File: src/hw/mem_pkg.sv
package mem_pkg;

    // ========================================
    // Operation codes
    // ========================================

    localparam int OP_W = 6;

    localparam logic [OP_W-1:0] OP_ALU = 6'h00; // Any instruction that leaves memory alone.
    localparam logic [OP_W-1:0] OP_LB  = 6'h20;
    localparam logic [OP_W-1:0] OP_LH  = 6'h21;
    localparam logic [OP_W-1:0] OP_LW  = 6'h23;
    localparam logic [OP_W-1:0] OP_LBU = 6'h24;
    localparam logic [OP_W-1:0] OP_LHU = 6'h25;
    localparam logic [OP_W-1:0] OP_SB  = 6'h28;
    localparam logic [OP_W-1:0] OP_SH  = 6'h29;
    localparam logic [OP_W-1:0] OP_SW  = 6'h2b;

    // ========================================
    // Data SRAM geometry
    // ========================================

    localparam int DSRAM_WORDS = 256;
    localparam int DSRAM_AW    = 8; // Address bits 9:2 pick the word.

    // ========================================
    // Buses
    // ========================================

    typedef struct packed {
        logic adel;
        logic ades;
        logic ov;
        logic sys;
        logic brk;
        logic ri;
    } except_t;

    typedef struct packed {
        logic            valid;
        logic [OP_W-1:0] op;
        logic [31:0]     result; // Effective address for loads and stores.
        logic [31:0]     wdata;
        except_t         exc;
    } m_slot_t;

    typedef struct packed {
        logic        valid;
        logic [31:0] result;
        except_t     exc;
        logic [31:0] badvaddr;
    } wb_t;

    typedef struct packed {
        logic            en;
        logic [OP_W-1:0] op;
        logic [31:0]     addr;
        logic [31:0]     wdata;
    } mem_req_t;

    typedef struct packed {
        logic                en;
        logic [3:0]          wen;
        logic [DSRAM_AW-1:0] index;
        logic [31:0]         wdata;
    } sram_req_t;

    function automatic logic is_load(input logic [OP_W-1:0] op);
        return op inside {OP_LB, OP_LBU, OP_LH, OP_LHU, OP_LW};
    endfunction

    function automatic logic is_store(input logic [OP_W-1:0] op);
        return op inside {OP_SB, OP_SH, OP_SW};
    endfunction

endpackage
File: src/hw/mem_except_check.sv
module mem_except_check (
    input  mem_pkg::m_slot_t slot,
    output mem_pkg::m_slot_t checked,
    output logic             is_mem,
    output logic             badvaddr_hit
);

    logic load;
    logic store;
    logic misaligned;

    assign load  = mem_pkg::is_load(slot.op);
    assign store = mem_pkg::is_store(slot.op);

    always_comb begin
        case (slot.op)
            mem_pkg::OP_LH, mem_pkg::OP_LHU, mem_pkg::OP_SH: begin
                misaligned = slot.result[0]; // Halfwords need an even address.
            end
            mem_pkg::OP_LW, mem_pkg::OP_SW: begin
                misaligned = |slot.result[1:0];
            end
            default: begin
                misaligned = 1'b0; // Bytes can sit anywhere.
            end
        endcase
    end

    assign is_mem       = slot.valid && (load || store);
    assign badvaddr_hit = is_mem && misaligned;

    // Address errors are merged on top of whatever earlier stages reported.
    always_comb begin
        checked          = slot;
        checked.exc.adel = slot.exc.adel | (badvaddr_hit & load);
        checked.exc.ades = slot.exc.ades | (badvaddr_hit & store);
    end

endmodule

File: config.mk
export PLATFORM = sky130hd
export DESIGN_NAME = mem_except_check
export DESIGN_NICKNAME = d
export VERILOG_FILES = /design/src/hw/mem_pkg.sv /design/src/hw/mem_except_check.sv
export SDC_FILE = /design/constraint.sdc
export NUM_CORES = 1
export LEC_CHECK = 0
export ABC_CLOCK_PERIOD_IN_PS = 1300
export BUFFER_PORTS_ARGS = -buffer_cell sky130_fd_sc_hd__buf_2
export CAP_MARGIN = 20
export CORE_AREA = 2 2 60 62
export DETAILED_ROUTE_END_ITERATION = 7
export DIE_AREA = 0 0 62 64
export PLACE_DENSITY = 0.73
export SLEW_MARGIN = 30
export SYNTH_ARGS = -nofsm -noshare
export SYNTH_HDL_FRONTEND = slang
export SYNTH_SLANG_ARGS = --single-unit
File: constraint.sdc
create_clock -name vclk -period 1.3
set_clock_uncertainty 0.2 [all_clocks]
set_input_delay 0.065 -clock vclk [all_inputs]
set_output_delay 0.065 -clock vclk [all_outputs]
set_load 0.05 [all_outputs]
### Word-level counts from Yosys, hierarchy flattened

Cells that the tools add are included.

| operators by class | value |
|---|---|
| reduce and logical (&&, ||, !) cells | 8 |
| multipliers | 0 |
| $lt $le $gt $ge | 0 |
| equality and inequality tests | 8 |
| multiplexer cells | 1 |
| $add $sub $neg | 0 |
| divide/modulo/power cells | 0 |
| bitwise operators | 4 |
| shifts and indexed selects | 0 |

Operators by type and width:

| cell | count |
|---|---|
| == test 6 bit (second input constant) | 8 |
| nonzero test 5 bit | 1 |
| OR reduction 2 bit | 2 |
| nonzero test 3 bit | 1 |
| OR reduction 3 bit | 1 |
| AND 1 bit | 2 |
| logical AND 1 bit | 2 |
| bitwise OR 1 bit | 2 |
| one-hot mux 1 bit (2 select lines) | 1 |
| logical OR 1 bit | 1 |

| storage, ports and cells | value |
|---|---|
| register bits | 0 |
| RAM bits | 0 |
| word-level logic and storage cells | 21 |
| ROM bits | 0 |
| bits in latches | 0 |
| output and inout port bits | 79 |
| memories | 0 |

### Logic depth before layout (Yosys ltp)

Gate-level depths: netlist of run 1.

| depth | value |
|---|---|
| depth after elaboration | 7 |
| depth in mapped cells | 3 |

### Least setup slack after synthesis of run 1

No wires, ideal clock.

| timing path | value |
|---|---|
| kind | input to output |
| start | input slot[39] (netlist bit) |
| end | output badvaddr_hit |
| buffers on the path | 0 |
| required time | 1035 ps |
| slack | -34 ps |
| stages | 3 |
| data arrival time | 1069 ps |
| cells stage by stage | a21oi_2 -> or2_1 -> a21oi_1 |

| on the way | value |
|---|---|
| word-level cells in the longest chain between the ends | 3 |

Ends and longest elaborated chain:

| what | RTL line | RTL |
|---|---|---|
| start: declaration | mem_except_check.sv:2 | `input mem_pkg::m_slot_t slot,` |
| OR reduction 2 bit | mem_except_check.sv:21 | `misaligned = \|slot.result[1:0];` |
| one-hot mux 1 bit (2 select lines) | mem_except_check.sv:16 | `case (slot.op)` |
| logical AND 1 bit | mem_except_check.sv:30 | `assign badvaddr_hit = is_mem && misaligned;` |
| end: declaration | mem_except_check.sv:5 | `output logic badvaddr_hit` |

Every way passes these cells.

### Worst setup path in the final report of run 1

| timing path | value |
|---|---|
| start | input slot[72] (netlist bit) |
| end | output is_mem |

| on the way | value |
|---|---|
| word-level cells in the longest chain between the ends | 4 |
| elaborated cells between the ends (all ways) | 12 |
| those cells by class | eq/ne (8); reduce/logical (4) |

Ends and longest elaborated chain:

| what | RTL line | RTL |
|---|---|---|
| == test 6 bit, on equally long branches | mem_pkg.sv:69, mem_pkg.sv:73 |  |
| nonzero test 5 bit / nonzero test 3 bit (equally long branches) | mem_pkg.sv:69, mem_pkg.sv:73 |  |
| logical OR 1 bit * | mem_except_check.sv:29 | `assign is_mem = slot.valid && (load \|\| store);` |
| logical AND 1 bit * | mem_except_check.sv:29 |  |
| end: declaration | mem_except_check.sv:4 | `output logic is_mem,` |

Every way passes the cells marked *; elsewhere a longest branch is shown, timed or not.

==> impl_metrics.csv, run 1 <==
group,metric,value,unit
synthesis,netlist_area,657,µm²
global_route,grt_pass1_wl,2.11,mm
final_layout,regArea,0,µm²
clock_network,cts_setup_buffers,0,
placement,place_inst,87,
setup_path,critPathLaunchType,"input pin",
hold_path,min_from,"slot[39]",
global_route,grt_max_degree,6,
synthesis,syn_avg_cell_area,7.30,µm²
sta,worstMarginPinSlew,0.524,ns
global_route,grtUsageTotal,0.0696,
sta,drv_slew,0,
floorplanning,start_util,0.200,
synthesis,syn-instance-count,90,
drt,drt_wl_total,2.00,mm
synthesis,syn_nets,167,
global_route,antenna_found_initial,0,
final_layout,final_nets,186,
hold_path,whs_endpoint,"checked[39]",
synthesis,yosysSeqAreaShare,0,
synthesis,synth_area_leaders,"buf_4, a21oi_1, and4bb_2",
final_layout,drive_gt1_frac,0.280,
drt,first_iter_violations,5,
final_layout,final_cells,153,
floorplanning,std_cell_rows,21,
final_layout,num_antenna_cells,0,
floorplanning,io_pins,156,
setup_path,end_kind,"primary output",
sta,setup_viol,0,
drt,avgViaCountPerCell,3.71,
final_layout,n_sequential_cell,0,
sta,setup_tns,0,ns
final_layout,area_delta_synth_final,45.1,%
synthesis,yosysTopAreaCell,"buf_4",
floorplanning,core_area,3280,µm²
placement,portBuffers,24,
synthesis,synth.top_cell.area_share,0.857,
final_layout,clkbuf_count,0,
hold_path,holdPathStages,2,
sta,relSlewSlack,0.649,
global_route,overflow,0,
global_route,grt_pass1_vias,497,
placement,gp_congestion,0.538,
floorplanning,die_area,3970,µm²
sta,rsz0062_at_grt,"false",
run_status,status,"completed",
flow_run,max-cap-violations,0,
drt,drc,0,
sta,fin_crit,1.23,ns
sta,hold_viol,0,
power,vdd_ir_drop_max,0.000211,V
setup_path,worstPathArrival,0.97,ns
drt,ant_nets,0,
synthesis,ys_types,12,
drt,wl_per_cell,13.1,µm
floorplanning,fp.dieH,64,µm
drt,drtPass1Iterations,4,
setup_path,crit_type,"input pin to primary output",
sta,period_share,0.949,
floorplanning,fp.dieW,62,µm
drt,vias,568,
power,power-per-cell-area,735,nW/µm²
placement,hpwlAfterDp,1.06,mm
setup_path,required,1.03,ns
power,p_leak,0.420,nW
synthesis,yosys_warnings,0,
setup_path,critPathMaxFanout,5,
sta,fmax,810,MHz
hold_path,hold_class,"input pin to primary output",
-- critical path: stages --
cell and delay [ns]:
buf_2 0.12, a21oi_1 0.14, a21oi_1 0.07, and4bb_2 0.30
buf_2 0.26
-- repair_timing --
action                                 in CTS  in global routing
hold buffers                               66                  0
setup endpoints to repair                   0                  1
gates resized for setup                     0                  1
endpoints found under the hold margin      66                  0
-- worst max path at each step --
stage                  start            to  depth (start not counted)
finish              slot[72]        is_mem                          5
floorplan           slot[39]  badvaddr_hit                          3
CTS                 slot[74]    checked[4]                          5
global route        slot[74]    checked[4]                          5
detailed placement  slot[74]    checked[4]                          5
global placement    slot[72]        is_mem                          5
-- stage by stage --
step	hold slack [ns]	util	cell area, µm²	power, mW	setup WS (ns)
2_1_floorplan	0.0971	-	661	0.657	0.223
3_3_place_gp	-0.0697	0.0884	290	0.142	0.0778
3_5_place_dp	-0.0697	0.0884	290	0.142	0.0398
4_1_cts	0.250	0.290	951	0.701	0.0365
5_1_grt	0.257	0.290	953	0.720	0.0280
6_report	0.247	0.290	953	0.701	0.0661
-- synthesized netlist by cell type --
cell,instances
a21o_1,1
a21oi_1,4
a21oi_2,1
a31o_2,1
and4bb_2,1
buf_4,75
inv_1,1
nand2_1,1
nand2b_1,1
nand4b_1,1
nor2_1,2
or2_1,1
-- cells in the final DEF, fill, tap and decap left out, drive strengths merged --
cell type,netlist,routed
dlygate4sd3,0,66
buf,75,25
a21oi,5,5
nor2,2,2
inv,1,1
and4bb,1,1
or2,1,1
nand2,1,1
nand4b,1,1
nand2b,1,1
a21o,1,1
a31o,1,1
clkbuf,0,1
-- power by group --
part           internal, mW  total, mW  switching, mW
clock network             0          0              0
registers                 0          0              0
logic                 0.175      0.701          0.526
-- final cells by class --
class                           instances  area (µm²)
Inverter                                1        3.75
Tap cell                               46        57.6
Multi-Input combinational cell         14        93.8
Timing Repair Buffer                   92         798
Fill cell                             332        2330
-- layer usage --
metal | routed length (µm) | global-route usage | vias to the layer above | part of all wire
li1 | - | - | 241 | -
met1 | 550 | 0.0545 | 237 | 0.28
met2 | 1170 | 0.169 | 90 | 0.58
met3 | 282 | 0.00202 | 0 | 0.14
met4 | 0 | 0 | 0 | 0
met5 | 0 | 0 | - | 0
-- cells by family after synthesis --
logic type | after synthesis | synth area share
compound gates | 7 | 0.0686
simple gates | 7 | 0.0686
buf+inv | 76 | 0.863
(Power assumes the default switching activity.)
==> inputs of run 2 (changes only) <==
Settings changed: REMOVE_ABC_BUFFERS set to 1.
==> run 2 against run 1 <==
Compared with the run above:
- the flow now finishes with violations (setup timing)
- combinational power rose by 7.4%
- critical path depth down 4
- largest cell class unchanged
- cell area is 0.66% higher
- maximum frequency is 5.1% lower
- critical path type unchanged
==> impl_metrics.csv, run 2 (synthesis results as in run 1) <==
group,metric,value,unit
run_status,status,"finished with violations",
run_status,violations,"setup timing",
drt,wl_per_cell,40.2,µm
power,finalPower,0.753,mW
power,p_leak,0.412,nW
drt,top_layer,"met4",
setup_path,cpPeakStageDelay,0.96,ns
final_layout,final_common_cell,"dlygate4sd3_1",
placement,place_inst,85,
power,vdd_ir_drop_max,0.000125,V
setup_path,required,1.03,ns
sta,hold_viol,0,
setup_path,worstPathArrival,1.04,ns
floorplanning,die_area,3970,µm²
final_layout,final_nets,184,
final_layout,n_sequential_cell,0,
final_layout,area_delta_synth_final,46.1,%
drt,drt-met1-wl,2.10,mm
final_layout,drive_gt1_frac,0.257,
drt,vias,693,
clock_network,cts_setup_buffers,0,
global_route,grt_max_degree,6,
global_route,grtUsageTotal,0.314,
setup_path,end_kind,"primary output",
sta,period_share,1.00,
final_layout,layout_common_cells,"dlygate4sd3_1, buf_2, a21oi_1, nor2_1",
sta,drv_slew,0,
final_layout,num-fill-cells,358,
drt,drt_wl_total,6.47,mm
drt,drc,0,
sta,fmax,769,MHz
final_layout,clkbuf_count,0,
drt,avgViaCountPerCell,4.30,
sta,setup_viol,1,
drt,ant_nets,0,
hold_path,holdPathStages,2,
floorplanning,fp.dieH,64,µm
sta,setup_slack,-0.000149,ns
placement,placed_area,272,µm²
floorplanning,io_pins,156,
setup_path,critPathLaunchType,"input pin",
setup_path,worstPathCellList,"dlygate4sd3_1",
floorplanning,std_cell_rows,21,
placement,pre_cts_ws,0.0662,ns
floorplanning,core_area,3280,µm²
floorplanning,fp.dieW,62,µm
final_layout,final_cell_area,960,µm²
final_layout,final_cells,161,
global_route,grt_pass1_vias,661,
hold_path,hold_class,"input pin to primary output",
setup_path,cp_num_buf_inv,1,
final_layout,regArea,0,µm²
sta,relSlewSlack,0.554,
setup_path,crit_type,"input pin to primary output",
drt,drtPass1Iterations,4,
sta,worstMarginPinSlew,0.667,ns
floorplanning,start_util,0.200,
sta,rsz0062_at_grt,"false",
sta,fin_crit,1.30,ns
setup_path,cp_top_family,"buffers and inverters",
hold_path,min_from,"slot[74]",
placement,gp_congestion,1.28,
drt,first_iter_violations,82,
hold_path,whs_endpoint,"checked[74]",
setup_path,slowest_stage,"dlygate4sd3_1",
placement,portBuffers,24,
global_route,overflow,0,
drt,wl_met3,829,µm
power,power-per-cell-area,784,nW/µm²
setup_path,critPathMaxFanout,1,
global_route,antenna_found_initial,9,
flow_run,max-cap-violations,0,
global_route,grt_pass1_wl,7.74,mm
drt,wl_met2,3.24,mm
## run 2: cell types whose count changed in the layout (fill, tap and decap cells not counted), sizes merged
| cell | delta |
|---|---|
| diode | +10 |
| buf | -2 |
## run 2: worst max path at each step
| stage | start | to | slack (ns) | depth (start not counted) |
|---|---|---|---|---|
| after floorplan | slot[39] | badvaddr_hit | -0.03 | 3 |
| after global placement | slot[74] | checked[4] | 0.07 | 5 |
| after detailed placement | slot[74] | checked[4] | 0.07 | 5 |
| after CTS | slot[31] | checked[31] | 0.06 | 1 |
| after global routing | slot[74] | checked[5] | 0.005 | 5 |
| final | slot[57] | checked[57] | -0.0001 | 1 |
## run 2: final cells by class
cell class | count | area [µm²] | share of cell area
inverters | 1 | 3.75 | 0.00391
repair buffers | 90 | 783 | 0.816
multi-input cells | 14 | 90.1 | 0.0939
well taps | 46 | 57.6 | 0.0600
diodes | 10 | 25.0 | 0.0261
## run 2: what timing repair did
item / 4_1_cts / 5_1_grt
hold endpoints to repair: 66 / 0
hold buffers: 66 / 0
setup endpoints to repair: 0 / 1
resized for setup: 0 / 1
## run 2: report_power, final
| group | total [mW] | switching (mW) | internal (mW) |
|---|---|---|---|
| sequential | 0 | 0 | 0 |
| combinational | 0.753 | 0.581 | 0.171 |
| clock | 0.00000103 | 0 | 0.00000103 |
| total | 0.753 | 0.581 | 0.171 |
## run 2: metal layers
metal / up-vias / track usage
met3: 18 / 0.146
li1: 249 / -
met2: 102 / 0.520
met5: - / 0
met1: 324 / 0.327
met4: 0 / 0.138
## run 2: metrics by stage
stage	hold WS, ns	TNS (ns)	util
4_1_cts	0.244	0	0.284
2_1_floorplan	-0.0700	-0.0339	-
5_1_grt	0.253	0	0.292
6_report	0.241	-0.000149	0.292
3_3_place_gp	-0.0679	0	0.0827
3_5_place_dp	-0.0679	0	0.0827
