<file path="config.mk">
export PLATFORM = sky130hd
export DESIGN_NAME = mem_access
export DESIGN_NICKNAME = d
export VERILOG_FILES = /design/src/hw/mem_pkg.sv /design/src/hw/mem_access.sv
export SDC_FILE = /design/constraint.sdc
export NUM_CORES = 1
export LEC_CHECK = 0
export BUFFER_PORTS_ARGS = -buffer_cell sky130_fd_sc_hd__buf_2
export CAP_MARGIN = 40
export CORE_ASPECT_RATIO = 0.7
export CORE_MARGIN = 2
export CORE_UTILIZATION = 36
export DETAILED_ROUTE_END_ITERATION = 8
export PLACE_DENSITY = 0.88
export SETUP_SLACK_MARGIN = 0.3
export SYNTH_ARGS = -nofsm -noshare
export SYNTH_HDL_FRONTEND = slang
export SYNTH_SLANG_ARGS = --single-unit
export TNS_END_PERCENT = 5
</file>
<file path="constraint.sdc">
create_clock -name vclk -period 2.25
set_input_delay 0.1125 -clock vclk [all_inputs]
set_output_delay 0.1125 -clock vclk [all_outputs]
set_load 0.05 [all_outputs]
</file>
<file path="src/hw/mem_pkg.sv">
package mem_pkg;

    // ========================================
    // Operation codes
    // ========================================

    localparam int OP_W = 6;

    localparam logic [OP_W-1:0] OP_ALU = 6'h00; // Any instruction that leaves memory alone.
    localparam logic [OP_W-1:0] OP_LB  = 6'h20;
    localparam logic [OP_W-1:0] OP_LH  = 6'h21;
    localparam logic [OP_W-1:0] OP_LW  = 6'h23;
    localparam logic [OP_W-1:0] OP_LBU = 6'h24;
    localparam logic [OP_W-1:0] OP_LHU = 6'h25;
    localparam logic [OP_W-1:0] OP_SB  = 6'h28;
    localparam logic [OP_W-1:0] OP_SH  = 6'h29;
    localparam logic [OP_W-1:0] OP_SW  = 6'h2b;

    // ========================================
    // Data SRAM geometry
    // ========================================

    localparam int DSRAM_WORDS = 256;
    localparam int DSRAM_AW    = 8; // Address bits 9:2 pick the word.

    // ========================================
    // Buses
    // ========================================

    typedef struct packed {
        logic adel;
        logic ades;
        logic ov;
        logic sys;
        logic brk;
        logic ri;
    } except_t;

    typedef struct packed {
        logic            valid;
        logic [OP_W-1:0] op;
        logic [31:0]     result; // Effective address for loads and stores.
        logic [31:0]     wdata;
        except_t         exc;
    } m_slot_t;

    typedef struct packed {
        logic        valid;
        logic [31:0] result;
        except_t     exc;
        logic [31:0] badvaddr;
    } wb_t;

    typedef struct packed {
        logic            en;
        logic [OP_W-1:0] op;
        logic [31:0]     addr;
        logic [31:0]     wdata;
    } mem_req_t;

    typedef struct packed {
        logic                en;
        logic [3:0]          wen;
        logic [DSRAM_AW-1:0] index;
        logic [31:0]         wdata;
    } sram_req_t;

    function automatic logic is_load(input logic [OP_W-1:0] op);
        return op inside {OP_LB, OP_LBU, OP_LH, OP_LHU, OP_LW};
    endfunction

    function automatic logic is_store(input logic [OP_W-1:0] op);
        return op inside {OP_SB, OP_SH, OP_SW};
    endfunction

endpackage
</file>
<file path="src/hw/mem_access.sv">
module mem_access (
    input  mem_pkg::mem_req_t  req,
    input  logic [31:0]        sram_rdata,
    output mem_pkg::sram_req_t sram,
    output logic [31:0]        rdata
);

    logic [1:0]  lane;
    logic [7:0]  rd_byte;
    logic [15:0] rd_half;

    assign lane = req.addr[1:0];

    // ========================================
    // Load lane selection
    // ========================================

    always_comb begin
        case (lane)
            2'b00:   rd_byte = sram_rdata[7:0];
            2'b01:   rd_byte = sram_rdata[15:8];
            2'b10:   rd_byte = sram_rdata[23:16];
            default: rd_byte = sram_rdata[31:24];
        endcase
    end

    assign rd_half = lane[1] ? sram_rdata[31:16] : sram_rdata[15:0];

    always_comb begin
        case (req.op)
            mem_pkg::OP_LW: begin
                rdata = sram_rdata;
            end
            mem_pkg::OP_LB: begin
                rdata = {{24{rd_byte[7]}}, rd_byte};
            end
            mem_pkg::OP_LBU: begin
                rdata = {24'h000000, rd_byte};
            end
            mem_pkg::OP_LH: begin
                rdata = {{16{rd_half[15]}}, rd_half};
            end
            mem_pkg::OP_LHU: begin
                rdata = {16'h0000, rd_half};
            end
            default: begin
                rdata = 32'h0000_0000;
            end
        endcase
    end

    // ========================================
    // Store lanes and write enables
    // ========================================

    always_comb begin
        sram.en    = req.en;
        sram.index = req.addr[mem_pkg::DSRAM_AW+1:2];
        sram.wen   = 4'b0000;
        sram.wdata = 32'h0000_0000;
        case (req.op)
            mem_pkg::OP_SW: begin
                sram.wdata = req.wdata;
                sram.wen   = {4{lane == 2'b00}};
            end
            mem_pkg::OP_SH: begin
                sram.wdata = {2{req.wdata[15:0]}}; // Same half in both lanes.
                if (!lane[0]) begin
                    sram.wen = lane[1] ? 4'b1100 : 4'b0011;
                end
            end
            mem_pkg::OP_SB: begin
                sram.wdata = {4{req.wdata[7:0]}};
                sram.wen   = 4'b0001 << lane;
            end
            default: begin
                sram.wen = 4'b0000;
            end
        endcase
        if (!req.en) begin
            sram.wen = 4'b0000; // A suppressed access never writes.
        end
    end

endmodule

</file>
* Word-level counts from Yosys, hierarchy flattened
Cells that the tools add are included.
Storage, ports and cells: register bits 0, output and inout port bits 77, word-level logic and storage cells 20
Operators by class: eq/ne operators 10, shift operators 1, mux-type cells 8, reductions and logical operators 1
Operators by type and width (number):
- 32-bit case mux with 5 select lines | 1
- 32-bit case mux with 3 select lines | 1
- 6-bit equality test (second input constant) | 8
- 8-bit case mux with 3 select lines | 1
- 16-bit two-way mux | 1
- 4-bit two-way mux | 3
- 4-bit case mux with 3 select lines | 1
- 1-bit by 2-bit << shifter with 4-bit output (first input constant) | 1
- 2-bit by 1-bit equality test with 1-bit output (second input constant) | 1
- 2-bit equality test (second input constant) | 1
- 2-bit zero test | 1

* Longest topological paths before layout
Gate-level depths: netlist (run 1).
depth after elaboration 4, mapped depth 6, depth with buffers taken out 3

* Worst setup path after synthesis (run 1)
OpenSTA, ideal clock, no wires.
path type input-to-output, from input port req[67] (netlist bit), to output port rdata[16], arrival time 1.670 ns, required time 2.138 ns, path slack 0.467 ns, stages on the path 4, buffers on the path 1, path through nor4b_2 > o311ai_4 > buf_2 > o2bb2ai_1
On the way: cells in the longest elaborated chain, start to end 2, elaborated cells between the ends (all ways) 6, those cells by class eq/ne: 5; mux: 1
Ends and longest elaborated chain:
- start, declared | RTL line mem_access.sv:2 | input mem_pkg::mem_req_t req,
- 6-bit equality test | RTL line mem_access.sv:30 | case (req.op)
- 32-bit case mux with 5 select lines (*) | RTL line mem_access.sv:30
- end, declared | RTL line mem_access.sv:5 | output logic [31:0] rdata
Every way passes the cells marked *; elsewhere a longest branch is shown, timed or not.

* Worst setup path after layout (run 1)
from input port req[32] (netlist bit), to output port rdata[14]
On the way: cells in the longest elaborated chain, start to end 3, elaborated cells between the ends (all ways) 5, those cells by class eq/ne: 2; mux: 2; reduce/logical: 1
Ends and longest elaborated chain:
- 2-bit equality test (tied with other cells) | RTL line mem_access.sv:19 | case (lane)
- 8-bit case mux with 3 select lines (*) | RTL line mem_access.sv:19
- 32-bit case mux with 5 select lines (*) | RTL line mem_access.sv:30
Marked as above.

==> results.py, run 1 <==
metrics = {
    "run_status": {
        "status": "complete, no violations",
    },
    "clock_tree": {
        "holdBufCountCts": 0,
        "cts_resized": 0,
        "post_cts_buffers": 0,
    },
    "min_path": {
        "holdCritPathClass": "primary input to output pin",
    },
    "timing": {
        "fin_crit_ps": 1887,
        "max_slew_margin": 0.5778,
        "max_freq_mhz": 529.8,
        "worst_pin_slew_ps": 630.9,
        "hold_viol": 0,
        "setup_viol": 0,
        "fin_setup_tns_ps": 0,
        "finalCritPeriodShare": 0.8388,
        "finalMaxSlewViolations": 0,
        "rsz0062_at_grt": "false",
    },
    "power": {
        "p_leak_nw": 1.152,
        "power_density_nw_per_um2": 160.5,
        "peakVddDrop_uv": 95.82,
    },
    "floorplan": {
        "io_pins": 180,
        "die_h_um": 55.97,
        "die_area_um2": 4378,
        "core.rowCount": 18,
        "core_area_um2": 3603,
        "die_x_um": 78.24,
        "start_util": 0.3854,
    },
    "grt": {
        "grt_pass1_wl_um": 9363,
        "grt_pass1_vias": 1818,
        "grt_usage": 0.2584,
        "antenna_found_initial": 0,
        "grt_max_degree": 24,
        "grt_overflow": 0,
    },
    "worst_setup_path": {
        "max_stage_delay_ps": 570,
        "cp_slowest_cell": "mux4_2",
        "cp_cell_sequence": "buf_2 > mux4_2 > and3_4 > a221o_1 > buf_2",
        "crit_path_frequent_cell": "buf_2",
        "cp_data_arrival_time_ps": 1770,
        "setup.worst_path.class": "primary input to output pin",
        "cp.required_ps": 2140,
        "end_kind": "output pin",
        "startpoint_type": "primary input",
        "cp_max_fo": 15,
    },
    "synthesis": {
        "synth_top_cell_by_area": "o2bb2ai_1",
        "synth_warnings": 0,
        "yosys-top-cells-area": "o2bb2ai_1 (15%), a221o_1 (12%), mux4_1 (9.5%)",
        "netlist_instances": 159,
        "yosysMostFrequentCell": "o2bb2ai_1",
        "syn_area_per_cell_um2": 8.735,
        "seq_area_frac_synth": 0,
        "netlist.area_leader.share": 0.1514,
        "ys_top_cells_by_count": "o2bb2ai_1 (24), a221o_1 (16), buf_4 (11), nor2_1 (11)",
        "syn-num-nets": 262,
        "synth_area_um2": 1389,
        "ys_types": 38,
    },
    "final_layout": {
        "nNetsFinal": 389,
        "n_sequential_cell": 0,
        "area_delta_synth_final_pct": 47.30,
        "num_antenna_cells": 0,
        "nClkBuffers": 0,
        "design_area_um2": 2046,
        "regArea_um2": 0,
        "drive_above_1_share": 0.5739,
    },
    "placement": {
        "place.port_buffers": 142,
        "place.gp.congestion": 0.8567,
        "placed_cell_area_um2": 2046,
        "place_hpwl_um": 4655,
    },
    "route": {
        "routed_wl_um": 5889,
        "dr.pass1.iters": 4,
        "vias": 1928,
        "wl_per_cell_um": 17.63,
        "via_per_inst": 5.772,
        "drtIter0Drc": 113,
        "postRouteAntennaNets": 0,
        "drcViolationCount": 0,
    },
    "flow_run": {
        "cap_violations": 0,
    },
}
[critical path: cells and delay by family]
family                 cells  cell delay (ps)
and+or+nand+nor            1              230
muxes                      1              570
buffers and inverters      2              560
AOI/OAI and AO/OA          1              300
[cell usage in the layout, fill, tap and decap left out, drive strengths merged, types with 8 or more instances in the layout]
| cell | instances |
|---|---|
| buf | 151 |
| a221o | 16 |
| o2bb2ai | 24 |
| a22oi | 8 |
| mux2i | 9 |
| and3 | 10 |
| mux4 | 8 |
| a22o | 9 |
| and2 | 9 |
| nor2 | 11 |
[final cells by class]
class	count	area [um^2]
fillers	362	1558
repair buffers	151	778.2
inverters	3	11.26
well taps	50	62.56
multi-input cells	130	1194
[worst paths after layout]
| path | from | end | cells past startpoint |
|---|---|---|---|
| worst max-delay path | req[32] | rdata[14] | 5 |
| worst min-delay path | req[38] | sram[36] | 0 |
[cell families (layout without fill, tap and decap cells)]
family,after synthesis,count (layout),share of synthesized area
and+or+nand+nor,48,48,0.2252
muxes,18,18,0.2162
xor gates and xnor gates,1,1,0.006307
buffers and inverters,29,154,0.1405
AOI/OAI and AO/OA,63,63,0.4117
[layer usage]
| metal | vias up | track usage | part of all wire |
|---|---|---|---|
| li1 | 914 | - | - |
| met1 | 937 | 0.3862 | 0.46 |
| met2 | 75 | 0.4372 | 0.49 |
| met3 | 2 | 0.003247 | 0.049 |
| met4 | 0 | 0.01504 | 0.0036 |
| met5 | - | 0 | 0 |
[metrics by stage]
stage | setup WS [ps] | total power, mW | utilization | instances | hold WS [ps]
finish | 362.6 | 0.3284 | 0.5677 | 334 | 225.0
global route | 300.8 | 0.3518 | 0.5677 | 334 | 225.1
CTS | 346.1 | 0.3278 | 0.5677 | 334 | 225.3
detailed placement | 347.3 | 0.3265 | 0.5677 | 334 | 225.3
global placement | 377.2 | 0.3195 | 0.5677 | 334 | 225.3
floorplan | 467.1 | 0.2380 | - | 159 | 392.1
[power by group]
group,switching [mW],internal [mW],total (mW)
Combinational,0.205,0.124,0.328
Sequential,0,0,0
Clock,0,0,0
Total,0.205,0.124,0.328
Note: power is estimated with default switching activity, not from simulation.
==> inputs of run 2 (changes only) <==
--- a/config.mk
+++ b/config.mk
@@ -5,13 +5,14 @@
 export SDC_FILE = /design/constraint.sdc
 export NUM_CORES = 1
 export LEC_CHECK = 0
+export ABC_AREA = 1
 export BUFFER_PORTS_ARGS = -buffer_cell sky130_fd_sc_hd__buf_2
 export CAP_MARGIN = 40
 export CORE_ASPECT_RATIO = 0.7
 export CORE_MARGIN = 2
-export CORE_UTILIZATION = 36
+export CORE_UTILIZATION = 32
 export DETAILED_ROUTE_END_ITERATION = 8
-export PLACE_DENSITY = 0.88
+export PLACE_DENSITY = 0.78
 export SETUP_SLACK_MARGIN = 0.3
 export SYNTH_ARGS = -nofsm -noshare
 export SYNTH_HDL_FRONTEND = slang
==> constraint.sdc (replaced) <==
create_clock -name vclk -period 1.7
set_input_delay 0.085 -clock vclk [all_inputs]
set_output_delay 0.085 -clock vclk [all_outputs]
set_load 0.05 [all_outputs]
==> run 2 against run 1 <==
Net effect:
- cell count grew 63%
- critical endpoint is now sram[11]
- worst hold slack lost 55 ps
- non-clock buffer count grew 12
- largest cell class unchanged
- first-iteration DRC count grew to 2.6 times the previous value
==> results.py, run 2 <==
metrics = {
    "run_status": {
        "status": "complete, no violations",
    },
    "power": {
        "power_frac_clock": 0,
        "swShare": 0.6503,
        "seqPwrFrac": 0,
        "power_density_nw_per_um2": 190.1,
        "peakVddDrop_uv": 59.37,
        "power_frac_comb": 1.000,
        "p_switching_uw": 331.4,
        "finalPower_uw": 509.6,
        "p_int_uw": 178.2,
        "p_leak_nw": 1.625,
    },
    "route": {
        "routed_wl_um": 7810,
        "wl_per_cell_um": 14.36,
        "drtIter0Drc": 296,
        "vias": 2857,
        "via_per_inst": 5.252,
        "dr.pass1.iters": 5,
        "postRouteAntennaNets": 0,
        "drcViolationCount": 0,
    },
    "timing": {
        "finalMaxSlewViolations": 0,
        "finalCritPeriodShare": 0.8305,
        "setup_viol": 0,
        "hold_viol": 0,
        "whs_ps": 170.0,
        "worst_pin_slew_ps": 363.5,
        "max_freq_mhz": 708.3,
        "fin_crit_ps": 1412,
        "rsz0062_at_grt": "true",
        "max_slew_margin": 0.7565,
        "fin_ws_ps": 288.1,
    },
    "final_layout": {
        "nClkBuffers": 0,
        "final_cells": 544,
        "num-fill-cells": 517,
        "num_antenna_cells": 0,
        "multiInputGateArea_um2": 1370,
        "regArea_um2": 0,
        "nNetsFinal": 580,
        "drive_above_1_share": 0.4084,
        "n_sequential_cell": 0,
        "design_area_um2": 2680,
        "layout_common_cells": "nand3_1 (97), buf_2 (91), nand2_1 (78)",
        "area_delta_synth_final_pct": 68.13,
        "final_common_cell": "nand3_1",
    },
    "worst_setup_path": {
        "cp.required_ps": 1620,
        "cp_top_family": "simple AND/OR/NAND/NOR gates",
        "end_kind": "output pin",
        "crit_buf_inv": 4,
        "cp_slowest_cell": "nor2_4",
        "cp_data_arrival_time_ps": 1330,
        "max_stage_delay_ps": 180,
        "startpoint_type": "primary input",
        "cp_cell_sequence": "buf_2 > inv_1 > nand2_2 > nor2_4 > nand2_4 > nor2_4 > buf_12 > nand2_2 > nand3_1 > buf_6",
        "setup.worst_path.class": "primary input to output pin",
        "cp_max_fo": 8,
    },
    "floorplan": {
        "core_area_um2": 4782,
        "die_area_um2": 5571,
        "io_pins": 180,
        "core.rowCount": 21,
        "start_util": 0.3333,
        "die_x_um": 88.36,
        "die_h_um": 63.05,
    },
    "synthesis": {
        "ys_top_cells_by_count": "nand3_1 (99), nand2_1 (87), nor2_1 (46)",
        "netlist_instances": 336,
        "syn_area_per_cell_um2": 4.744,
        "ys_types": 25,
        "netlist.area_leader.share": 0.3108,
        "synth_top_cell_by_area": "nand3_1",
        "syn-num-nets": 439,
        "synth_warnings": 0,
        "yosys-top-cells-area": "nand3_1 (31%), nand2_1 (20%), nor2_1 (11%)",
        "seq_area_frac_synth": 0,
        "yosysMostFrequentCell": "nand3_1",
        "synth_area_um2": 1594,
    },
    "grt": {
        "grt_pass1_wl_um": 10870,
        "antenna_found_initial": 0,
        "grt_overflow": 0,
        "grt_max_degree": 25,
        "grt_pass1_vias": 2271,
        "grt_usage": 0.2342,
    },
    "placement": {
        "place.port_buffers": 142,
        "place_hpwl_um": 5488,
        "dp.cells": 535,
        "place.gp.congestion": 0.8539,
        "place_ws_ps": 131.6,
        "placed_cell_area_um2": 2347,
    },
    "flow_run": {
        "cap_violations": 0,
    },
    "min_path": {
        "holdPathEnd": "sram[32]",
        "hold_start": "req[34]",
        "holdCritPathClass": "primary input to output pin",
        "min_path_cells": 0,
    },
}
[run 2: cell count changes after synthesis, sizes merged, moves of 9 or more]
| cell | delta |
|---|---|
| a221o | -16 |
| nand2 | +87 |
| o2bb2ai | -24 |
| and3 | -10 |
| mux2i | -9 |
| nor2 | +42 |
| o21ai | +16 |
| a22o | -9 |
| inv | +31 |
| and2 | -9 |
| nand3 | +97 |
[run 2: cells by family (layout without fill, tap and decap cells)]
| kind of cell | Yosys count | count (layout) | share of synthesized area |
|---|---|---|---|
| AND/OR/NAND/NOR | 249 | 249 | 0.7214 |
| buffers and inverters | 58 | 197 | 0.1719 |
| AO/OA/AOI/OAI | 29 | 29 | 0.1067 |
[run 2: layer usage]
| layer | vias to the layer above | share of wire | global-route usage |
|---|---|---|---|
| met5 | - | 0 | 0 |
| met4 | 0 | 0.018 | 0.02841 |
| met3 | 25 | 0.099 | 0.02097 |
| met2 | 202 | 0.46 | 0.3581 |
| met1 | 1259 | 0.42 | 0.3619 |
| li1 | 1371 | - | - |
[run 2: worst max path at each step]
stage                       start       end  slack (ps)  depth (start not counted)
after detailed placement  req[64]  rdata[7]         130                          8
after global routing      req[68]  sram[11]         220                         10
after CTS                 req[68]  sram[24]         220                          9
after global placement    req[64]  rdata[7]         170                          8
after floorplan           req[68]  sram[16]         -70                          5
final                     req[68]  sram[11]         290                         10
[run 2: repair_timing]
item,in CTS,in global routing
buffers inserted,1,8
setup endpoints to repair,55,60
gates resized for setup,21,70
hold buffers,0,0
pin swaps,1,5
[run 2: area by class of cell]
class | instances | share of cell area
inverter | 34 | 0.04995
multi-input combinational | 278 | 0.5112
tap | 69 | 0.03221
timing repair buffer | 163 | 0.4066
[run 2: power groups by stage]
stage,logic (mW),registers [mW],clock network (mW)
2_1_floorplan,0.324,0,0
3_3_place_gp,0.445,0,0
3_5_place_dp,0.452,0,0
4_1_cts,0.462,0,0
5_1_grt,0.544,0,0
6_report,0.510,0,0
[run 2: stage by stage]
step | util | TNS, ps
after floorplan | - | -423.6
after global placement | 0.4908 | 0
after detailed placement | 0.4908 | 0
after CTS | 0.5039 | 0
after global routing | 0.5604 | 0
final | 0.5604 | 0
