==> src/hw/mem_pkg.sv <==
package mem_pkg;

    // ========================================
    // Operation codes
    // ========================================

    localparam int OP_W = 6;

    localparam logic [OP_W-1:0] OP_ALU = 6'h00; // Any instruction that leaves memory alone.
    localparam logic [OP_W-1:0] OP_LB  = 6'h20;
    localparam logic [OP_W-1:0] OP_LH  = 6'h21;
    localparam logic [OP_W-1:0] OP_LW  = 6'h23;
    localparam logic [OP_W-1:0] OP_LBU = 6'h24;
    localparam logic [OP_W-1:0] OP_LHU = 6'h25;
    localparam logic [OP_W-1:0] OP_SB  = 6'h28;
    localparam logic [OP_W-1:0] OP_SH  = 6'h29;
    localparam logic [OP_W-1:0] OP_SW  = 6'h2b;

    // ========================================
    // Data SRAM geometry
    // ========================================

    localparam int DSRAM_WORDS = 256;
    localparam int DSRAM_AW    = 8; // Address bits 9:2 pick the word.

    // ========================================
    // Buses
    // ========================================

    typedef struct packed {
        logic adel;
        logic ades;
        logic ov;
        logic sys;
        logic brk;
        logic ri;
    } except_t;

    typedef struct packed {
        logic            valid;
        logic [OP_W-1:0] op;
        logic [31:0]     result; // Effective address for loads and stores.
        logic [31:0]     wdata;
        except_t         exc;
    } m_slot_t;

    typedef struct packed {
        logic        valid;
        logic [31:0] result;
        except_t     exc;
        logic [31:0] badvaddr;
    } wb_t;

    typedef struct packed {
        logic            en;
        logic [OP_W-1:0] op;
        logic [31:0]     addr;
        logic [31:0]     wdata;
    } mem_req_t;

    typedef struct packed {
        logic                en;
        logic [3:0]          wen;
        logic [DSRAM_AW-1:0] index;
        logic [31:0]         wdata;
    } sram_req_t;

    function automatic logic is_load(input logic [OP_W-1:0] op);
        return op inside {OP_LB, OP_LBU, OP_LH, OP_LHU, OP_LW};
    endfunction

    function automatic logic is_store(input logic [OP_W-1:0] op);
        return op inside {OP_SB, OP_SH, OP_SW};
    endfunction

endpackage
==> src/hw/mem_ctrl.sv <==
module mem_ctrl (
    input  logic              clk,
    input  logic              rst,
    input  logic              stall,
    input  mem_pkg::m_slot_t  master,
    input  mem_pkg::m_slot_t  slave,
    input  logic              master_is_mem,
    input  logic              slave_is_mem,
    input  logic              master_bad,
    input  logic              slave_bad,
    input  logic [31:0]       load_data,
    output mem_pkg::mem_req_t req,
    output mem_pkg::wb_t      w_master,
    output mem_pkg::wb_t      w_slave
);

    logic              master_exc;
    logic              slave_exc;
    logic              dual_mem;
    logic              access_en;
    mem_pkg::except_t  slave_exc_bus;
    mem_pkg::m_slot_t  mem_slot;
    mem_pkg::wb_t      master_d;
    mem_pkg::wb_t      slave_d;
    mem_pkg::wb_t      master_q;
    mem_pkg::wb_t      slave_q;
    logic              master_vq;
    logic              slave_vq;

    // ========================================
    // Slot selection and access enable
    // ========================================

    assign master_exc = master.valid && (|master.exc);
    assign dual_mem   = master_is_mem && slave_is_mem; // Issue must never pair these.

    always_comb begin
        slave_exc_bus    = slave.exc;
        slave_exc_bus.ri = slave.exc.ri | dual_mem;
    end

    assign slave_exc = |slave_exc_bus;
    assign mem_slot  = master_is_mem ? master : slave;

    assign access_en = !stall && (master_is_mem ? !master_exc
                                                : (slave_is_mem && !master_exc && !slave_exc));

    always_comb begin
        req.en    = access_en;
        req.op    = mem_slot.op;
        req.addr  = mem_slot.result;
        req.wdata = mem_slot.wdata;
    end

    // ========================================
    // Writeback register
    // ========================================

    always_comb begin
        master_d.valid    = master.valid;
        master_d.result   = (master_is_mem && mem_pkg::is_load(master.op)) ? load_data
                                                                          : master.result;
        master_d.exc      = master.exc;
        master_d.badvaddr = master_bad ? master.result : 32'h0000_0000;

        slave_d.valid    = slave.valid && !master_exc; // Flushed behind a faulting master.
        slave_d.result   = (slave_is_mem && !dual_mem && mem_pkg::is_load(slave.op)) ? load_data
                                                                                   : slave.result;
        slave_d.exc      = slave_exc_bus;
        slave_d.badvaddr = slave_bad ? slave.result : 32'h0000_0000;
    end

    always_ff @(posedge clk) begin
        if (rst) begin
            master_vq <= 1'b0;
            slave_vq  <= 1'b0;
        end else if (!stall) begin
            master_vq <= master_d.valid;
            slave_vq  <= slave_d.valid;
        end
    end

    always_ff @(posedge clk) begin
        if (!stall) begin
            master_q <= master_d;
            slave_q  <= slave_d;
        end
    end

    always_comb begin
        w_master       = master_q;
        w_master.valid = master_vq;
        w_slave        = slave_q;
        w_slave.valid  = slave_vq;
    end

endmodule

==> config.mk <==
export PLATFORM = sky130hd
export DESIGN_NAME = mem_ctrl
export DESIGN_NICKNAME = d
export VERILOG_FILES = /design/src/hw/mem_pkg.sv /design/src/hw/mem_ctrl.sv
export SDC_FILE = /design/constraint.sdc
export NUM_CORES = 1
export LEC_CHECK = 0
export BUFFER_PORTS_ARGS = -buffer_cell sky130_fd_sc_hd__buf_2
export CAP_MARGIN = 20
export CORE_AREA = 10 10 148 150
export CTS_BUF_LIST = sky130_fd_sc_hd__clkbuf_8
export DETAILED_ROUTE_END_ITERATION = 16
export DIE_AREA = 0 0 158 160
export GPL_TIMING_DRIVEN = 0
export PLACE_DENSITY = 0.66
export SYNTH_ARGS = -nofsm -noshare
export SYNTH_HDL_FRONTEND = slang
export SYNTH_SLANG_ARGS = --single-unit
==> constraint.sdc <==
create_clock -name clk -period 3.7 [get_ports clk]
set_input_delay 0.185 -clock clk [delete_from_list [all_inputs] [get_ports clk]]
set_output_delay 0.185 -clock clk [all_outputs]
set_load 0.02 [all_outputs]
* After elaboration in Yosys (flattened, before gate mapping)
Index checks and enable logic that the tools add are counted.
Cells by class: reduce and logical (&&, ||, !) cells 17, shift operators 0, multiply operators 0, $add $sub $neg 0, magnitude comparators 0, divide/modulo/power cells 0, eq/ne operators 10, mux-type cells 4, bitwise gates (word level) 1
Operators by type and width (number):
- two-way mux 76 bit | 1
- two-way mux 32 bit | 2
- == test 6 bit, second input constant | 10
- OR reduction 6 bit | 2
- nonzero test 5 bit | 2
- logical AND 1 bit | 9
- zero test 1 bit | 4
- two-way mux 1 bit | 1
- bitwise OR 1 bit | 1
Storage, ports and cells: flip-flop bits (word level) 142, memories kept 0, memory bits (writable) 0, bits in latches 0, bits in read-only memories 0, logic and storage cells 50, output and inout bits 213, bits of input ports 193

* Logic depth before layout (Yosys ltp)
Gate-level depths: netlist of the first run.
word-level depth 7, mapped depth 5, mapped depth without buffers 3

* Worst setup path after synthesis of the first run
Ideal clock, no wire load.
path kind input -> register, from input port stall, to register slave_vq, arrival 3.332 ns, data required time 3.624 ns, cell stages on the path 3, slack 0.293 ns, buffers on the path 0, library setup time 0.076 ns, path through inv_1 -> nand4_1 -> a21oi_1
RTL lines:
- start, declared | RTL line mem_ctrl.sv:4 | input logic stall,
- end signal, assigned | RTL line mem_ctrl.sv:79 | slave_vq <= slave_d.valid;
- end, declared | RTL line mem_ctrl.sv:28 | logic slave_vq;

* Worst setup path after layout of the first run
from input port master_is_mem, to output port req[70] in the netlist's numbering
On the way: longest elaborated chain between the ends 7
RTL lines:
- start, declared | RTL line mem_ctrl.sv:7 | input logic master_is_mem,
- logical AND 1 bit | RTL line mem_ctrl.sv:35 | assign dual_mem = master_is_mem && slave_is_mem;
- bitwise OR 1 bit | RTL line mem_ctrl.sv:39 | slave_exc_bus.ri = slave.exc.ri | dual_mem;
- OR reduction 6 bit | RTL line mem_ctrl.sv:42 | assign slave_exc = |slave_exc_bus;
- zero test 1 bit | RTL line mem_ctrl.sv:46 | : (slave_is_mem && !master_exc && !slave_exc));
- logical AND 1 bit | RTL line mem_ctrl.sv:46
- two-way mux 1 bit * | RTL line mem_ctrl.sv:45 | assign access_en = !stall && (master_is_mem ? !master_exc
- logical AND 1 bit * | RTL line mem_ctrl.sv:45
- end, declared | RTL line mem_ctrl.sv:12 | output mem_pkg::mem_req_t req,
Every way passes the cells marked *; elsewhere a longest branch is shown, timed or not.

==> results of run 1 <==
-- synth_stat cells (all sizes together) --
cell / count / area [µm²]
edfxtp: 140 / 4200
mux2: 134 / 1510
and2: 64 / 400
clkbuf: 14 / 52.6
buf: 9 / 71.3
nor2: 4 / 15.0
a21oi: 2 / 10.0
dfxtp: 2 / 40.0
inv: 2 / 7.51
nand2b: 2 / 12.5
nor4: 2 / 12.5
a2111oi: 1 / 27.5
a211oi: 1 / 7.51
a21o: 1 / 7.51
a22oi: 1 / 7.51
a31oi: 1 / 6.26
mux2i: 1 / 10.0
nand2: 1 / 3.75
nand4: 1 / 6.26
nand4bb: 1 / 11.3
or3b: 1 / 8.76
-- area by class of cell --
class                      count  area (µm²)  share of cell area (%)
multi-input combinational    218        2060                    21.9
inverter                       2        12.5                   0.133
antenna                        2        5.00                  0.0534
clock buffer                  17         234                    2.50
tap                          238         298                    3.18
buffer                        23         124                    1.32
clock inverter                15         198                    2.11
sequential                   142        4240                    45.3
timing repair buffer         421        2200                    23.5
-- registers in the layout (all words and copies together), names as in the netlist --
| signal | cells |
|---|---|
| w_master | 70 |
| w_slave | 70 |
| master_vq | 1 |
| slave_vq | 1 |
-- metrics by stage --
step                worst slack [ps]  hold slack (ps)  util (%)
CTS                             1430             8.81      49.1
floorplan                        293              254         -
finish                          1550             52.0      49.1
global route                    1400             14.8      49.1
detailed placement              1120              372      46.1
global placement               -1190              362      45.9
-- worst paths after layout --
| path | endpoint | start | depth (start not counted) |
|---|---|---|---|
| min | w_slave[11] | slave[49] | 2 |
| min reg2reg | slave_vq | slave_vq | 2 |
| max | req[70] | master_is_mem | 7 |
| max reg2reg | master_vq | master_vq | 3 |
-- worst max-delay path, cell delays in order --
cell and delay [ps]:
buf_2 80, clkbuf_1 450, clkbuf_1 560, a31oi_1 80, a211oi_1 280, buf_4 150, buf_2 160
-- power groups by stage --
| stage | combinational [mW] | clock (mW) | sequential [mW] |
|---|---|---|---|
| after global placement | 0.818 | 0 | 1.98 |
| after detailed placement | 0.827 | 0 | 1.98 |
| after CTS | 0.842 | 1.39 | 1.94 |
| after floorplan | 0.266 | 0 | 2.16 |
| final | 0.827 | 1.35 | 1.94 |
| after global routing | 0.879 | 1.45 | 1.95 |
-- cell families (layout without fill, tap and decap cells) --
logic type | Yosys count | in the layout
other cells | 0 | 2
mux | 135 | 135
simple gates | 76 | 76
buf+inv | 25 | 478
flops | 142 | 142
compound gates | 7 | 7
-- routing by layer --
layer  vias to the layer above  routed length [µm]
met5                         -                   0
li1                       2348                   -
met4                         0                 414
met2                       257               13400
met1                      2366                8670
met3                        22                2080
-- layout by cell type (no fill, tap or decap), drive strengths merged, types with 3 or more instances in the layout --
| cell type | instances |
|---|---|
| buf | 415 |
| edfxtp | 140 |
| mux2 | 134 |
| and2 | 64 |
| clkbuf | 31 |
| dlygate4sd3 | 15 |
| clkinv | 5 |
| inv | 5 |
| nor2 | 4 |
| bufinv | 4 |
| clkinvlp | 3 |
==> impl_metrics.py, run 1 <==
metrics = {
    "global_route": {
        "grt_antenna_before_repair": 2,
        "overflow": 0,
        "grt_pass1_wl_um": 34500,
        "grt_start_max_net_pins": 80,
        "grt_pass1_vias": 5557,
        "top_usage_layer": "met2",
        "grtUsageMet2_pct": 35.0,
        "met3_usage_pct": 6.12,
        "met1_usage_pct": 18.4,
        "track_usage_pct": 18.5,
    },
    "layout": {
        "final_cell_count_no_fill": 1078,
        "fill_cells": 1706,
        "final_cell_area_um2": 9380,
        "fin_nets": 1018,
        "drive_gt1_share_pct": 69.0,
        "synthToLayoutAreaGrowth_pct": 45.8,
    },
    "cts": {
        "clkSlewWorstSetupHoldPaths_ps": 80,
        "cts_tree": "built",
        "cts_hold_buf": 15,
        "cts_setup_buffers": 0,
        "cts_resized": 0,
        "cts_made_buffers": 17,
        "htreeDepth": 4,
        "clk_path_buf_depth": 2,
        "cts_root_buf": "clkbuf_8",
        "insertion_delay_ps": 440,
        "clock_sinks": 142,
    },
    "sta": {
        "fin_crit_ps": 2150,
        "fin_setup_tns_ps": 0,
        "hold_viol_final": 0,
        "finClkSkew_ps": 0,
        "maxSlewViolCount": 0,
        "rsz0062_at_grt": "false",
        "max_freq_mhz": 465,
        "maxSlewHeadroom_pct": 48.3,
        "finalSetupViolCount": 0,
        "worst_slew_pin_slew_ps": 775,
        "post-route-period-util_pct": 58.1,
    },
    "logic_synthesis": {
        "synthXorXnorAreaFrac_pct": 0,
        "synth-seq-cells": 142,
        "synthAdderAreaFrac_pct": 0,
        "synth_mux_area_share_pct": 23.6,
        "synth_compound_area_share_pct": 1.03,
        "seq_area_frac_synth_pct": 66.0,
        "synth_top_family_by_area": "multiplexers",
        "synth.cell_area_um2": 6430,
        "yosys.area_share.simple_pct": 7.32,
        "yosysUniqueCellTypes": 24,
        "synth_cells": 385,
        "avgSynthCellArea_um2": 16.7,
        "yosysWarnings": 0,
        "syn_nets": 578,
    },
    "power_and_ir_drop": {
        "peakVddDrop_v": 0.000205,
        "seqPwrFrac_pct": 47.0,
        "p_per_area_nw_per_um2": 439,
        "pwr-share-clk_pct": 32.9,
        "power_frac_comb_pct": 20.1,
        "net-switching-power_mw": 1.16,
        "leakagePower_nw": 4.05,
        "p_sw_share_pct": 28.1,
        "cellInternalPower_mw": 2.96,
        "finalPower_mw": 4.12,
    },
    "die": {
        "io_pins": 406,
        "dieArea_um2": 25300,
        "fp.coreArea_um2": 19100,
        "start_util_pct": 33.7,
        "fp.dieH_um": 160,
        "rows": 51,
        "die_w_um": 158,
    },
    "routing": {
        "drt_pre_antenna_iters": 4,
        "drtAntennaViolNets": 0,
        "wl_per_cell_um": 22.8,
        "vias": 4993,
        "via_per_inst": 4.63,
        "drt_drc_violations_left": 0,
        "routed_wl_um": 24600,
        "first_iter_violations": 230,
    },
    "critical_path": {
        "cp_max_fo": 10,
        "critPathArrivalTime_ps": 1960,
        "required_ps": 3510,
        "crit_path_start_kind": "input port",
        "path_class": "input port to output pin",
        "r2r_setup_slack_ps": 2530,
        "cp-end-kind": "output pin",
    },
    "placement": {
        "portBuffers": 405,
        "place.gp.congestion": 0.808,
        "placedCellCount": 1029,
        "hpwlAfterDp_um": 19500,
        "post_dp_cell_area_um2": 8790,
    },
    "outcome": {
        "outcome": "complete, no violations",
    },
    "job": {
        "drv_cap": 0,
    },
    "min_path": {
        "hold_path_class": "input port to register",
    },
}
(Power assumes the default switching activity.)
==> run 2: changes to the inputs <==
--- a/config.mk
+++ b/config.mk
@@ -7,12 +7,13 @@
 export LEC_CHECK = 0
 export BUFFER_PORTS_ARGS = -buffer_cell sky130_fd_sc_hd__buf_2
 export CAP_MARGIN = 20
-export CORE_AREA = 10 10 148 150
+export CORE_ASPECT_RATIO = 0.6
+export CORE_MARGIN = 10
+export CORE_UTILIZATION = 40
 export CTS_BUF_LIST = sky130_fd_sc_hd__clkbuf_8
 export DETAILED_ROUTE_END_ITERATION = 16
-export DIE_AREA = 0 0 158 160
 export GPL_TIMING_DRIVEN = 0
-export PLACE_DENSITY = 0.66
+export PLACE_DENSITY = 0.79
 export SYNTH_ARGS = -nofsm -noshare
 export SYNTH_HDL_FRONTEND = slang
 export SYNTH_SLANG_ARGS = --single-unit
==> constraint.sdc (replaced) <==
create_clock -name clk -period 1.9 [get_ports clk]
set_input_delay 0.095 -clock clk [delete_from_list [all_inputs] [get_ports clk]]
set_output_delay 0.095 -clock clk [all_outputs]
set_load 0.02 [all_outputs]
==> run 2 against run 1 <==
Net effect: cell area rose by 9.9%; register-to-register slack worse by 1800 ps; combinational power increased by 120%; setup slack lost 1500 ps; via count grew 12%; utilization rose by 17 points; clock-buffer cell count unchanged; first-iteration DRC count is 33% higher; critical endpoint is now w_slave[43]; largest cell class unchanged.
==> impl_metrics.py, run 2 (synthesis gave the netlist of run 1 again) <==
metrics = {
    "outcome": {
        "outcome": "complete, no violations",
    },
    "layout": {
        "final_cell_area_um2": 10300,
        "fin_nets": 1115,
        "synthToLayoutAreaGrowth_pct": 60.2,
        "layout_common_cells": "buf_2 (408), edfxtp_1 (140), mux2_2 (132), dlygate4sd3_1 (111), and2_1 (64)",
        "final_common_cell": "buf_2",
        "drive_gt1_share_pct": 63.0,
    },
    "sta": {
        "post-route-period-util_pct": 94.8,
        "worst_slew_pin_slew_ps": 775,
        "rsz0062_at_grt": "false",
        "finalSetupViolCount": 0,
        "finClkSkew_ps": 0,
        "setup_slack_ps": 98.0,
        "hold_viol_final": 0,
        "fin_crit_ps": 1800,
        "maxSlewHeadroom_pct": 48.2,
        "maxSlewViolCount": 0,
        "max_freq_mhz": 555,
    },
    "critical_path": {
        "crit_path_start_kind": "input port",
        "worstReg2RegStart": "master_vq",
        "worstPathCellList": "buf_2 > or3b_1 > a2111oi_4 > buf_6 > mux2_2",
        "cp_slowest_cell": "a2111oi_4",
        "critPathArrivalTime_ps": 1970,
        "cp-end-kind": "register",
        "cpLargestDelayFamily": "compound AO/OA/AOI/OAI gates",
        "required_ps": 2070,
        "r2r-end": "master_vq",
        "path_class": "input port to register",
        "slowest_delay_ps": 590,
        "cp_max_fo": 11,
        "startpoint": "master_is_mem",
        "ff2ff_path_depth": 3,
        "r2r_setup_slack_ps": 760,
        "cp_num_buf_inv": 2,
    },
    "min_path": {
        "hold_path_class": "input port to register",
        "whs_endpoint": "w_master[0]",
        "holdPathStages": 2,
        "hold_start": "master[38]",
    },
    "die": {
        "fp.dieH_um": 118,
        "fp.coreArea_um2": 15500,
        "rows": 35,
        "dieArea_um2": 21700,
        "die_w_um": 184,
        "start_util_pct": 41.4,
        "io_pins": 406,
    },
    "cts": {
        "clock_sinks": 142,
        "cts_made_buffers": 17,
        "cts_root_buf": "clkbuf_8",
        "cts_tree": "built",
        "clkSlewWorstSetupHoldPaths_ps": 80,
        "clk_path_buf_depth": 2,
        "insertion_delay_ps": 420,
        "cts_setup_buffers": 0,
        "htreeDepth": 4,
    },
    "routing": {
        "first_iter_violations": 307,
        "drtAntennaViolNets": 0,
        "via_per_inst": 4.91,
        "drt_pre_antenna_iters": 4,
        "wl_per_cell_um": 23.7,
        "drt_drc_violations_left": 0,
        "routed_wl_um": 27100,
        "vias": 5617,
    },
    "global_route": {
        "track_usage_pct": 24.0,
        "overflow": 0,
        "grt_pass1_wl_um": 39500,
        "grt_start_max_net_pins": 45,
        "grt_pass1_vias": 6274,
        "grt_antenna_before_repair": 5,
    },
    "placement": {
        "portBuffers": 405,
        "post_dp_cell_area_um2": 8780,
        "post-place-ws_ps": -664,
        "hpwlAfterDp_um": 20000,
        "place.gp.congestion": 0.825,
    },
    "job": {
        "drv_cap": 0,
    },
    "power_and_ir_drop": {
        "p_per_area_nw_per_um2": 769,
        "leakagePower_nw": 4.44,
        "peakVddDrop_v": 0.000372,
    },
}
[run 2: changes by cell type in the layout (fill, tap and decap cells not counted), moves of 2 or more]
cell	delta
clkbuf_1	-5
clkinv_4	-4
inv_6	+3
clkinvlp_4	+4
buf_12	+2
bufinv_16	-3
dlygate4sd3_1	+96
nor4_2	+2
nor4_1	-2
diode_2	+3
clkbuf_2	+4
[run 2: layout make-up]
type,instances,area (µm²)
fillers,1142,5250
flip-flops and latches,142,4240
repair buffers,519,3210
multi-input cells,218,2080
well taps,203,254
clock buffers,17,234
clock inverters,15,138
plain buffers,22,125
diodes,5,12.5
inverters,2,11.3
[run 2: timing repair]
action                     in CTS  in global routing
gates resized for setup         5                  3
cloned                          0                  0
setup endpoints to repair      82                  1
hold buffers                  111                  0
hold endpoints to repair      139                  0
[run 2: worst max-delay path by stage]
stage	endpoint	slack, ps	depth (start not counted)
3_3_place_gp	w_master[12]	-1740	2
5_1_grt	w_slave[68]	60	5
3_5_place_dp	w_master[59]	-660	6
2_1_floorplan	w_master[0]	-620	1
6_report	w_slave[43]	100	5
4_1_cts	req[70]	5	7
[run 2: per-layer routing]
metal	track usage (%)	vias up	wire length, µm
met5	0	-	0
met4	8.36	0	695
met3	7.28	43	2180
met2	44.7	286	14500
met1	25.0	2750	9760
li1	-	2538	-
[run 2: per-stage QoR]
step	utilization, %	std cells	hold WS [ps]	TNS, ps	total power [mW]
6_report	66.3	1143	35.3	0	7.92
5_1_grt	66.2	1142	26.2	0	8.22
4_1_cts	66.1	1138	0.00394	0	7.96
3_5_place_dp	56.5	996	289	-29740	5.48
3_3_place_gp	56.1	993	284	-273590	5.44
2_1_floorplan	-	385	164	-86630	4.71
[run 2: report_power, final]
| group | internal [mW] | switching [mW] | total (mW) |
|---|---|---|---|
| combinational | 0.763 | 1.06 | 1.82 |
| clock | 1.05 | 1.26 | 2.31 |
| sequential | 3.72 | 0.0673 | 3.79 |
